[src/common/ctrl_consts.svh]
// control constants, instruction field widths and the opcode, function and REGIMM codes
`ifndef CTRL_CONSTS_SVH
`define CTRL_CONSTS_SVH

`define OPCODE_W 6
`define FUNCT_W  6
`define BRANCH_W 5

// opcodes
`define OP_RTYPE  6'b000000
`define OP_REGIMM 6'b000001
`define OP_J      6'b000010
`define OP_JAL    6'b000011
`define OP_BEQ    6'b000100
`define OP_BNE    6'b000101
`define OP_BLEZ   6'b000110
`define OP_BGTZ   6'b000111
`define OP_ADDIU  6'b001001
`define OP_SLTI   6'b001010
`define OP_SLTIU  6'b001011
`define OP_ANDI   6'b001100
`define OP_ORI    6'b001101
`define OP_XORI   6'b001110
`define OP_LUI    6'b001111
`define OP_LB     6'b100000
`define OP_LH     6'b100001
`define OP_LWL    6'b100010
`define OP_LW     6'b100011
`define OP_LBU    6'b100100
`define OP_LHU    6'b100101
`define OP_LWR    6'b100110
`define OP_SB     6'b101000
`define OP_SH     6'b101001
`define OP_SW     6'b101011

// R-type function codes
`define FN_SLL   6'b000000
`define FN_SRL   6'b000010
`define FN_SRA   6'b000011
`define FN_SLLV  6'b000100
`define FN_SRLV  6'b000110
`define FN_SRAV  6'b000111
`define FN_JR    6'b001000
`define FN_JALR  6'b001001
`define FN_MFHI  6'b010000
`define FN_MTHI  6'b010001
`define FN_MFLO  6'b010010
`define FN_MTLO  6'b010011
`define FN_MULT  6'b011000
`define FN_MULTU 6'b011001
`define FN_DIV   6'b011010
`define FN_DIVU  6'b011011
`define FN_ADDU  6'b100001
`define FN_SUBU  6'b100011
`define FN_AND   6'b100100
`define FN_OR    6'b100101
`define FN_XOR   6'b100110
`define FN_SLT   6'b101010
`define FN_SLTU  6'b101011

// REGIMM branch field (rt)
`define RI_BLTZ   5'b00000
`define RI_BGEZ   5'b00001
`define RI_BLTZAL 5'b10000
`define RI_BGEZAL 5'b10001

`endif
[src/common/ctrl_pkg.sv]
// control package, with the phase, ALU, extend and mul/div encodings and the control word
`default_nettype none

package ctrl_pkg;

    typedef enum logic [3:0] {
        ph_halt   = 4'd0,
        ph_fetch  = 4'd1,
        ph_decode = 4'd2,
        ph_exec1  = 4'd3,
        ph_exec2  = 4'd4
    } phase_t;

    typedef enum logic [3:0] {
        alu_add    = 4'b0000,
        alu_eq     = 4'b0001,  // subtract, zero flag means equal
        alu_funct  = 4'b0010,  // ALU decodes the function field itself
        alu_and    = 4'b0100,
        alu_or     = 4'b0101,
        alu_xor    = 4'b0110,
        alu_slt    = 4'b0111,
        alu_ne     = 4'b1000,
        alu_gtz    = 4'b1001,
        alu_lez    = 4'b1010,
        alu_regimm = 4'b1011,  // condition picked by the branch field
        alu_sltu   = 4'b1100
    } alu_op_t;

    typedef enum logic [2:0] {
        ext_none   = 3'b000,
        ext_half_u = 3'b100,
        ext_half_s = 3'b101,
        ext_byte_u = 3'b110,
        ext_byte_s = 3'b111
    } ext_op_t;

    typedef enum logic [1:0] {
        md_mthi = 2'b00,
        md_mtlo = 2'b01,
        md_mult = 2'b10,
        md_div  = 2'b11
    } md_op_t;

    typedef struct packed {
        logic   arith;        // writes rd
        logic   reg_jump;     // JR, JALR
        logic   jump_link;
        logic   mult_div;
        logic   md_signed;
        logic   to_hi;        // MFHI
        logic   to_lo;        // MFLO
        md_op_t op;
        logic   branch_link;  // REGIMM with link
    } funct_class_t;

    // every datapath control, 27 bits
    typedef struct packed {
        alu_op_t alu_op;
        logic    alu_src;
        logic    jump;
        logic    branch;
        logic    reg_to_jump;
        logic    mem_read;
        logic    mem_write;
        logic    reg_dst;
        logic    mem_to_reg;
        logic    reg_write;
        logic    ir_write;
        logic    pc_to_addr;
        logic    pc_write;
        logic    md_en;
        logic    md_signed;
        md_op_t  md_op;
        logic    hi_to_reg;
        logic    lo_to_reg;
        logic    link;
        logic    load_immed;
        ext_op_t ext_op;
    } ctrl_word_t;

endpackage

`default_nettype wire

[src/control_unit/control_unit.sv]
// control unit, decodes the current instruction into the multicycle datapath controls
`timescale 1ns/10ps
`default_nettype none

`include "ctrl_consts.svh"

module control_unit
    import ctrl_pkg::*;
(
    input  logic [`OPCODE_W-1:0] opcode,
    input  logic [`FUNCT_W-1:0]  funct,
    input  logic [`BRANCH_W-1:0] branch_funct,
    input  phase_t               phase,
    input  logic                 wait_request,
    output alu_op_t              alu_op,
    output logic                 alu_src,
    output logic                 jump,
    output logic                 branch,
    output logic                 mem_read,
    output logic                 mem_write,
    output logic                 reg_dst,
    output logic                 mem_to_reg,
    output logic                 reg_write,
    output logic                 ir_write,
    output logic                 pc_to_addr,
    output logic                 pc_write,
    output logic                 reg_to_jump,
    output logic                 md_en,
    output logic                 md_signed,
    output md_op_t               md_op,
    output logic                 hi_to_reg,
    output logic                 lo_to_reg,
    output logic                 link,
    output logic                 load_immed,
    output ext_op_t              ext_op
);

    funct_class_t cls;
    ctrl_word_t   static_ctrl;
    ctrl_word_t   ctrl;

    funct_decoder funct_decoder_i (
        .funct        (funct),
        .branch_funct (branch_funct),
        .cls          (cls)
    );

    opcode_decoder opcode_decoder_i (
        .opcode      (opcode),
        .cls         (cls),
        .static_ctrl (static_ctrl)
    );

    phase_gate phase_gate_i (
        .phase        (phase),
        .wait_request (wait_request),
        .static_ctrl  (static_ctrl),
        .ctrl         (ctrl)
    );

    assign alu_op      = ctrl.alu_op;
    assign alu_src     = ctrl.alu_src;
    assign jump        = ctrl.jump;
    assign branch      = ctrl.branch;
    assign mem_read    = ctrl.mem_read;
    assign mem_write   = ctrl.mem_write;
    assign reg_dst     = ctrl.reg_dst;
    assign mem_to_reg  = ctrl.mem_to_reg;
    assign reg_write   = ctrl.reg_write;
    assign ir_write    = ctrl.ir_write;
    assign pc_to_addr  = ctrl.pc_to_addr;
    assign pc_write    = ctrl.pc_write;
    assign reg_to_jump = ctrl.reg_to_jump;
    assign md_en       = ctrl.md_en;
    assign md_signed   = ctrl.md_signed;
    assign md_op       = ctrl.md_op;
    assign hi_to_reg   = ctrl.hi_to_reg;
    assign lo_to_reg   = ctrl.lo_to_reg;
    assign link        = ctrl.link;
    assign load_immed  = ctrl.load_immed;
    assign ext_op      = ctrl.ext_op;

endmodule

`default_nettype wire

[src/control_unit/phase_gate.sv]
// phase gate, applies the fetch and decode words and times the strobes by phase
`timescale 1ns/10ps
`default_nettype none

module phase_gate
    import ctrl_pkg::*;
(
    input  phase_t     phase,
    input  logic       wait_request,
    input  ctrl_word_t static_ctrl,
    output ctrl_word_t ctrl
);

    always_comb begin
        ctrl = '0;
        case (phase)
            ph_fetch: begin
                ctrl.mem_read   = 1'b1;  // PC drives the memory address
                ctrl.pc_to_addr = 1'b1;
            end
            ph_decode: begin
                ctrl.ir_write   = 1'b1;  // latch the fetched word
                ctrl.pc_to_addr = 1'b1;
            end
            default: begin
                ctrl           = static_ctrl;
                ctrl.ir_write  = 1'b0;
                ctrl.mem_read  = static_ctrl.mem_read && (phase == ph_exec1);
                ctrl.md_en     = static_ctrl.md_en && (phase == ph_exec1);
                ctrl.reg_write = static_ctrl.reg_write && (phase == ph_exec2);
                ctrl.mem_write = static_ctrl.mem_write && (phase == ph_exec2);
            end
        endcase

        // PC only advances once memory is not stalling
        ctrl.pc_write = (phase == ph_exec2) && !wait_request;

        assert (!(ctrl.mem_read && ctrl.mem_write))
            else $error("phase_gate: memory read and write strobes both high");
    end

endmodule

`default_nettype wire

[src/control_unit/opcode_decoder.sv]
// opcode decoder, maps the opcode to the controls that do not depend on the phase
`timescale 1ns/10ps
`default_nettype none

`include "ctrl_consts.svh"

module opcode_decoder
    import ctrl_pkg::*;
(
    input  logic [`OPCODE_W-1:0] opcode,
    input  funct_class_t         cls,
    output ctrl_word_t           static_ctrl
);

    // strobes here mean the instruction uses them; the phase gate times them
    always_comb begin
        static_ctrl = '0;
        case (opcode)
            `OP_RTYPE: begin
                static_ctrl.alu_op      = alu_funct;
                static_ctrl.reg_dst     = 1'b1;  // rd field
                static_ctrl.reg_write   = cls.arith;
                static_ctrl.jump        = cls.reg_jump;
                static_ctrl.reg_to_jump = cls.reg_jump;
                static_ctrl.link        = cls.jump_link;
                static_ctrl.md_en       = cls.mult_div;
                static_ctrl.md_signed   = cls.md_signed;
                static_ctrl.md_op       = cls.op;
                static_ctrl.hi_to_reg   = cls.to_hi;
                static_ctrl.lo_to_reg   = cls.to_lo;
            end
            `OP_ADDIU, `OP_ANDI, `OP_ORI, `OP_XORI, `OP_SLTI, `OP_SLTIU: begin
                static_ctrl.alu_src   = 1'b1;
                static_ctrl.reg_write = 1'b1;
                case (opcode)
                    `OP_ANDI:  static_ctrl.alu_op = alu_and;
                    `OP_ORI:   static_ctrl.alu_op = alu_or;
                    `OP_XORI:  static_ctrl.alu_op = alu_xor;
                    `OP_SLTI:  static_ctrl.alu_op = alu_slt;
                    `OP_SLTIU: static_ctrl.alu_op = alu_sltu;
                    default:   static_ctrl.alu_op = alu_add;  // ADDIU
                endcase
            end
            `OP_LUI: begin
                static_ctrl.alu_src    = 1'b1;
                static_ctrl.mem_read   = 1'b1;
                static_ctrl.reg_write  = 1'b1;
                static_ctrl.load_immed = 1'b1;  // immediate into the upper half
            end
            `OP_LW: begin
                static_ctrl.alu_src    = 1'b1;
                static_ctrl.mem_read   = 1'b1;
                static_ctrl.reg_write  = 1'b1;
                static_ctrl.mem_to_reg = 1'b1;
            end
            `OP_LB, `OP_LBU, `OP_LH, `OP_LHU: begin
                static_ctrl.alu_src   = 1'b1;
                static_ctrl.mem_read  = 1'b1;
                static_ctrl.reg_write = 1'b1;
                case (opcode)
                    `OP_LB:  static_ctrl.ext_op = ext_byte_s;
                    `OP_LBU: static_ctrl.ext_op = ext_byte_u;
                    `OP_LH:  static_ctrl.ext_op = ext_half_s;
                    default: static_ctrl.ext_op = ext_half_u;  // LHU
                endcase
            end
            `OP_SW: begin
                static_ctrl.alu_src   = 1'b1;  // base plus offset
                static_ctrl.mem_write = 1'b1;
                static_ctrl.reg_dst   = 1'b1;
            end
            `OP_BEQ: begin
                static_ctrl.branch = 1'b1;
                static_ctrl.alu_op = alu_eq;
            end
            `OP_BNE: begin
                static_ctrl.branch = 1'b1;
                static_ctrl.alu_op = alu_ne;
            end
            `OP_BGTZ: begin
                static_ctrl.branch  = 1'b1;
                static_ctrl.alu_src = 1'b1;
                static_ctrl.alu_op  = alu_gtz;
            end
            `OP_BLEZ: begin
                static_ctrl.branch  = 1'b1;
                static_ctrl.alu_src = 1'b1;
                static_ctrl.alu_op  = alu_lez;
            end
            `OP_REGIMM: begin
                static_ctrl.branch    = 1'b1;
                static_ctrl.alu_src   = 1'b1;
                static_ctrl.alu_op    = alu_regimm;
                static_ctrl.reg_write = cls.branch_link;  // link writes r31
                static_ctrl.link      = cls.branch_link;
            end
            `OP_J: begin
                static_ctrl.jump = 1'b1;
            end
            `OP_JAL: begin
                static_ctrl.jump      = 1'b1;
                static_ctrl.link      = 1'b1;
                static_ctrl.reg_write = 1'b1;
            end
            default: ;  // LWL, LWR, SB, SH and unknown opcodes stay inactive
        endcase

        assert (!cls.jump_link || cls.reg_jump)
            else $error("opcode_decoder: link request without a register jump");
        assert (!(cls.to_hi || cls.to_lo) || cls.arith)
            else $error("opcode_decoder: HI or LO move without a register write");
    end

endmodule

`default_nettype wire

[src/control_unit/funct_decoder.sv]
// function decoder, classifies the R-type function field and the REGIMM branch field
`timescale 1ns/10ps
`default_nettype none

`include "ctrl_consts.svh"

module funct_decoder
    import ctrl_pkg::*;
(
    input  logic [`FUNCT_W-1:0]  funct,
    input  logic [`BRANCH_W-1:0] branch_funct,
    output funct_class_t         cls
);

    always_comb begin
        cls = '0;
        case (funct)
            `FN_ADDU, `FN_SUBU, `FN_AND, `FN_OR, `FN_XOR, `FN_SLT, `FN_SLTU,
            `FN_SLL, `FN_SRA, `FN_SRL, `FN_SLLV, `FN_SRAV, `FN_SRLV: begin
                cls.arith = 1'b1;
            end
            `FN_MFHI: begin
                cls.arith = 1'b1;
                cls.to_hi = 1'b1;
            end
            `FN_MFLO: begin
                cls.arith = 1'b1;
                cls.to_lo = 1'b1;
            end
            `FN_JR: cls.reg_jump = 1'b1;
            `FN_JALR: begin
                cls.arith     = 1'b1;  // return address goes to rd
                cls.reg_jump  = 1'b1;
                cls.jump_link = 1'b1;
            end
            `FN_MTHI, `FN_MTLO: begin
                cls.mult_div = 1'b1;
                cls.op       = (funct == `FN_MTHI) ? md_mthi : md_mtlo;
            end
            `FN_MULT, `FN_MULTU: begin
                cls.mult_div  = 1'b1;
                cls.md_signed = (funct == `FN_MULT);
                cls.op        = md_mult;
            end
            `FN_DIV, `FN_DIVU: begin
                cls.mult_div  = 1'b1;
                cls.md_signed = (funct == `FN_DIV);
                cls.op        = md_div;
            end
            default: ;  // unknown function, no effect
        endcase

        cls.branch_link = (branch_funct == `RI_BLTZAL) || (branch_funct == `RI_BGEZAL);

        assert (!(cls.to_hi && cls.to_lo))
            else $error("funct_decoder: HI and LO moves both selected");
    end

endmodule

`default_nettype wire

[config.mk]
export PLATFORM = sky130hd
export DESIGN_NAME = control_unit
export DESIGN_NICKNAME = d
export VERILOG_FILES = /design/src/common/ctrl_pkg.sv /design/src/control_unit/control_unit.sv /design/src/control_unit/phase_gate.sv /design/src/control_unit/opcode_decoder.sv /design/src/control_unit/funct_decoder.sv
export VERILOG_INCLUDE_DIRS = /design/src /design/src/common
export SDC_FILE = /design/constraint.sdc
export NUM_CORES = 1
export LEC_CHECK = 0
export BUFFER_PORTS_ARGS = -buffer_cell sky130_fd_sc_hd__buf_2
export CAP_MARGIN = 20
export CORE_MARGIN = 3
export CORE_UTILIZATION = 41
export DETAILED_ROUTE_END_ITERATION = 8
export GPL_TIMING_DRIVEN = 0
export PLACE_DENSITY = 0.88
export RECOVER_POWER = 25
export SYNTH_ARGS = -nofsm -noshare
export SYNTH_HDL_FRONTEND = slang
export SYNTH_SLANG_ARGS = --single-unit
[constraint.sdc]
create_clock -name vclk -period 1.6
set_input_delay 0.08 -clock vclk [all_inputs]
set_output_delay 0.08 -clock vclk [all_outputs]
set_load 0.02 [all_outputs]
* Yosys cells after proc, flatten, opt, wreduce, memory -nomap -nowiden
Cells that the tools add are included.
Word-level totals: register bits 0, bits of input ports 22, output and inout port bits 27, word-level logic and storage cells 103
Cells by class: equal/unequal tests 48, mux-type cells 31, reductions and logical operators 24
Operators with widths (count):
- $eq A6 B6 Y1 const B | 13
- $eq A6 B4 Y1 const B | 9
- $eq A6 B5 Y1 const B | 8
- $eq A6 B3 Y1 const B | 7
- $reduce_or A16 Y1 | 2
- $pmux W4 S7 | 1
- $eq A6 B2 Y1 const B | 4
- $pmux W4 S5 | 1
- $reduce_or A6 Y1 | 3
- $mux W1 | 17
- $reduce_or A2 Y1 | 7
- $reduce_or A13 Y1 | 1
- $logic_not A6 Y1 | 2
- $pmux W2 S3 | 2
- $mux W11 | 1
- $eq A5 B5 Y1 const B | 2
- $eq A4 B2 Y1 const B | 2
- $mux W8 | 1
- $eq A6 B1 Y1 const B | 1
- $mux W6 | 1
- $pmux W1 S2 | 3
- $pmux W1 S3 | 2
- $logic_and A1 B1 Y1 | 5
- $reduce_or A5 Y1 | 1
- 7 further kinds | 7

* Logic depth before layout (Yosys ltp)
word-level depth 6, gate-level depth with buffers 6, gate-level depth less buffers 5

* Cells and area by module
From an unflattened synthesis, not the netlist that was laid out.
Second synthesis, totals: cells, all modules 135, area, all modules 893.4 µm²
By module, submodules not included:
- opcode_decoder | instances 1, cells an instance 77, area each 494.2 µm², seq. area each 0.0 µm²
- phase_gate | instances 1, cells an instance 35, area each 264.0 µm², seq. area each 0.0 µm²
- funct_decoder | instances 1, cells an instance 23, area each 135.1 µm², seq. area each 0.0 µm²

* Least setup slack after synthesis
Ideal clock, no wire load.
path kind in2out, start input port phase[0], end output port ext_op[1], arrival time 1510 ps, data required time 1520 ps, setup slack 10 ps, cell stages on the path 4, path buffers 0, cells stage by stage xnor2_1 > nor3_4 > nor4_1 > and2_1
On the way: word-level cells in the longest chain between the ends 3, elaborated cells between the ends (all ways) 4, classes of those cells eq/ne: 2; mux: 1; reduce/logical: 1
RTL lines:
- start, declared | RTL line control_unit.sv:13 | input phase_t phase,
- $eq A4 B1 Y1 / $eq A4 B2 Y1 (equally long branches) | RTL line phase_gate.sv:16 | case (phase)
- $reduce_or A2 Y1 (no source line) (*)
- $mux W11 (*) | RTL line phase_gate.sv:16
- end, declared | RTL line control_unit.sv:35 | output ext_op_t ext_op
Every way passes the cells marked *; elsewhere a longest branch is shown, timed or not.

* Worst setup path in the final report
start input port opcode[1], end output port md_en
On the way: word-level cells in the longest chain between the ends 4
RTL lines:
- start, declared | RTL line control_unit.sv:10 | input logic [`OPCODE_W-1:0] opcode,
- $logic_not A6 Y1 | RTL line opcode_decoder.sv:18 | case (opcode)
- $mux W6 | RTL line opcode_decoder.sv:18
- $logic_and A1 B1 Y1 | RTL line phase_gate.sv:29 | ctrl.md_en = static_ctrl.md_en && (phase == ph_exec1);
- $mux W11 | RTL line phase_gate.sv:16
- end, declared | RTL line control_unit.sv:28 | output logic md_en,
Every way passes these cells.

==> key figures <==
Run status
  – Run status: complete, no violations

Finish
  – Sequential cell count: 0
  – Share of cells above drive strength 1: 0.374
  – Area of the multi-input gates: 556 um2
  – Area Overhead vs Synth: 46.3%
  – Final Core Density: 0.703
  – Fill cell count: 119
  – Post-route cell area: 855 um2
  – Sequential cell area: 0 um2
  – ANT cells: 0
  – Clkbuf count: 0
  – Final nets: 171

Synth
  – Synth top cells by count: nor2_1 (12), nor3_1 (12), a21oi_1 (9)
  – Leading area contributor after synthesis: nor3_1
  – Mapped Area: 584 um2
  – Seq/Total Area, Yosys: 0
  – Netlist cell types: 40
  – Net Count, Synth: 121
  – Synth Warn #: 0
  – Syn Inst Count: 99
  – Leading post-synthesis cells by cell area: nor3_1 (10%), a21oi_1 (7.7%), nor2_1 (7.7%), nand2b_1 (7.5%), nand2_1 (5.1%)
  – Avg Synthesized Cell Area: 5.90 um2
  – Top-area cell type share of the netlist area: 0.103

Floorplan
  – Initial core utilization: 0.480
  – I/O pins: 49
  – Die height: 43.8 um
  – Die Area: 1910 um2
  – Die width: 43.8 um
  – Number of core rows: 12
  – Core area: 1220 um2

Power and ir drop
  – Peak VDD IR: 0.000132 V
  – PD cells: 216 nW/um2
  – P_leak: 0.425 nW

Worst setup path
  – Worst-path fanout max: 6
  – Critical Path Source Type: input port
  – Worst path depth: 6
  – Top cell by count, worst path: buf_2
  – Worst path slowest cell: or2_2
  – CP Data Required Time: 1.52 ns
  – Critical Setup Path Class: input port to output pin
  – Arr. time, crit path: 1.41 ns
  – Largest stage delay on the critical path: 0.36 ns
  – Crit end category: output pin
  – Buffers & Inverters on Critical Path: 3
  – Delay-heaviest family, CP: simple AND/OR/NAND/NOR gates
  – Crit path cell chain: buf_2, inv_1, nand4_1, or2_2, nor4b_1, buf_2

Route
  – Highest Signal Layer: met3
  – Drt first-iter violations: 14
  – DRC Markers: 0
  – Drt pass-1 iters: 4
  – Avg Vias per Cell: 5.74
  – DR vias: 924
  – M1 WL: 861 um
  – Antenna viol nets, final: 0
  – Routed WL: 2030 um
  – Met2 WL: 1060 um
  – Met3 routed WL: 111 um
  – Wire length per cell: 12.6 um

STA
  – Hold Violations, Final: 0
  – Final Critical Period: 1.49 ns
  – Slew Limit Fails: 0
  – Slew headroom: 0.689
  – Worst-margin pin slew: 0.460 ns
  – RSZ-0062 raised after global routing: no
  – Setup Total Neg Slack: 0 ns
  – Fmax: 669 MHz
  – Period utilization: 0.934
  – # setup viols final: 0

Placed design
  – Dpl hpwl: 1640 um
  – Placed cell area: 837 um2
  – Routability Congestion: 0.856
  – Buffers on Ports: 47

Global routing
  – Vias in the first global route: 816
  – Initial antenna violation count: 0
  – Largest net degree at the start of global routing: 11
  – First-pass GRT wire length: 3250 um
  – Total track usage: 0.202
  – Total grt overflow: 0

Min path
  – Hold path depth: 3
  – Hold Path Class: input port to output pin

Flow run
  – Max_cap viols: 0
cells in the final DEF, fill, tap and decap left out, drive strengths merged:
cell,count
and2,2
or4b,1
nor2,13
nand4,1
o21bai,1
o2111ai,1
a31oi,1
a21oi,9
xnor2,1
nor3b,2
o211a,1
and3b,1
nand3b,1
o31a,1
a2bb2oi,2
nand3,3
buf,44
or2b,1
or3,1
a211o,1
nand2,8
nand4b,1
a2111o,1
nand2b,7
mux2i,2
nor2b,1
o22ai,1
o21ai,5
nor4b,2
o211ai,1
nor4,1
clkbuf,9
a211oi,1
inv,4
nor3,13
or2,2
through the flow:
step                power [W]  cells  hold slack, ns  worst slack, ns
floorplan            0.000111     99           0.210           0.0105
global placement     0.000174    160           0.411           0.0981
detailed placement   0.000179    160           0.412           0.0647
CTS                  0.000179    160           0.413           0.0584
global route         0.000203    161           0.438           0.0151
finish               0.000185    161           0.412            0.105
cells by family (layout without fill, tap and decap cells):
kind of cell,count (synthesis),after routing,share of synthesized area
buf+inv,9,57,0.0706
simple gates,61,61,0.587
xor+xnor,1,1,0.0150
mux,2,2,0.0343
compound gates,26,26,0.293
repair_timing:
action | 4_1_cts | 5_1_grt
buffers inserted | 0 | 1
setup endpoints to repair | 0 | 6
resized for setup | 0 | 9
hold buffers | 0 | 0
report_power, final:
group	internal [W]	total, W	switching, W
clock	0	0	0
combinational	0.0000727	0.000185	0.000112
sequential	0	0	0
total	0.0000727	0.000185	0.000112
tightest hold or removal path, cell delays in order:
cell	delay (ns)
buf_2	0.08
nor2_1	0.03
buf_2	0.15
layout make-up:
cell class / instances / share of cell area
well taps: 14 / 0.0205
inverters: 4 / 0.0176
repair buffers: 48 / 0.277
plain buffers: 5 / 0.0351
multi-input cells: 90 / 0.650
final timing paths:
path              slack, ns          from        to
setup / recovery       0.11     opcode[1]     md_en
hold / removal         0.41  wait_request  pc_write
routing by layer:
layer  up-vias  GRT usage
met5         -          0
met2        30      0.358
li1        466          -
met1       428      0.267
met3         0     0.0124
met4         0     0.0361
No activity file was read; power rests on OpenSTA's default activity.
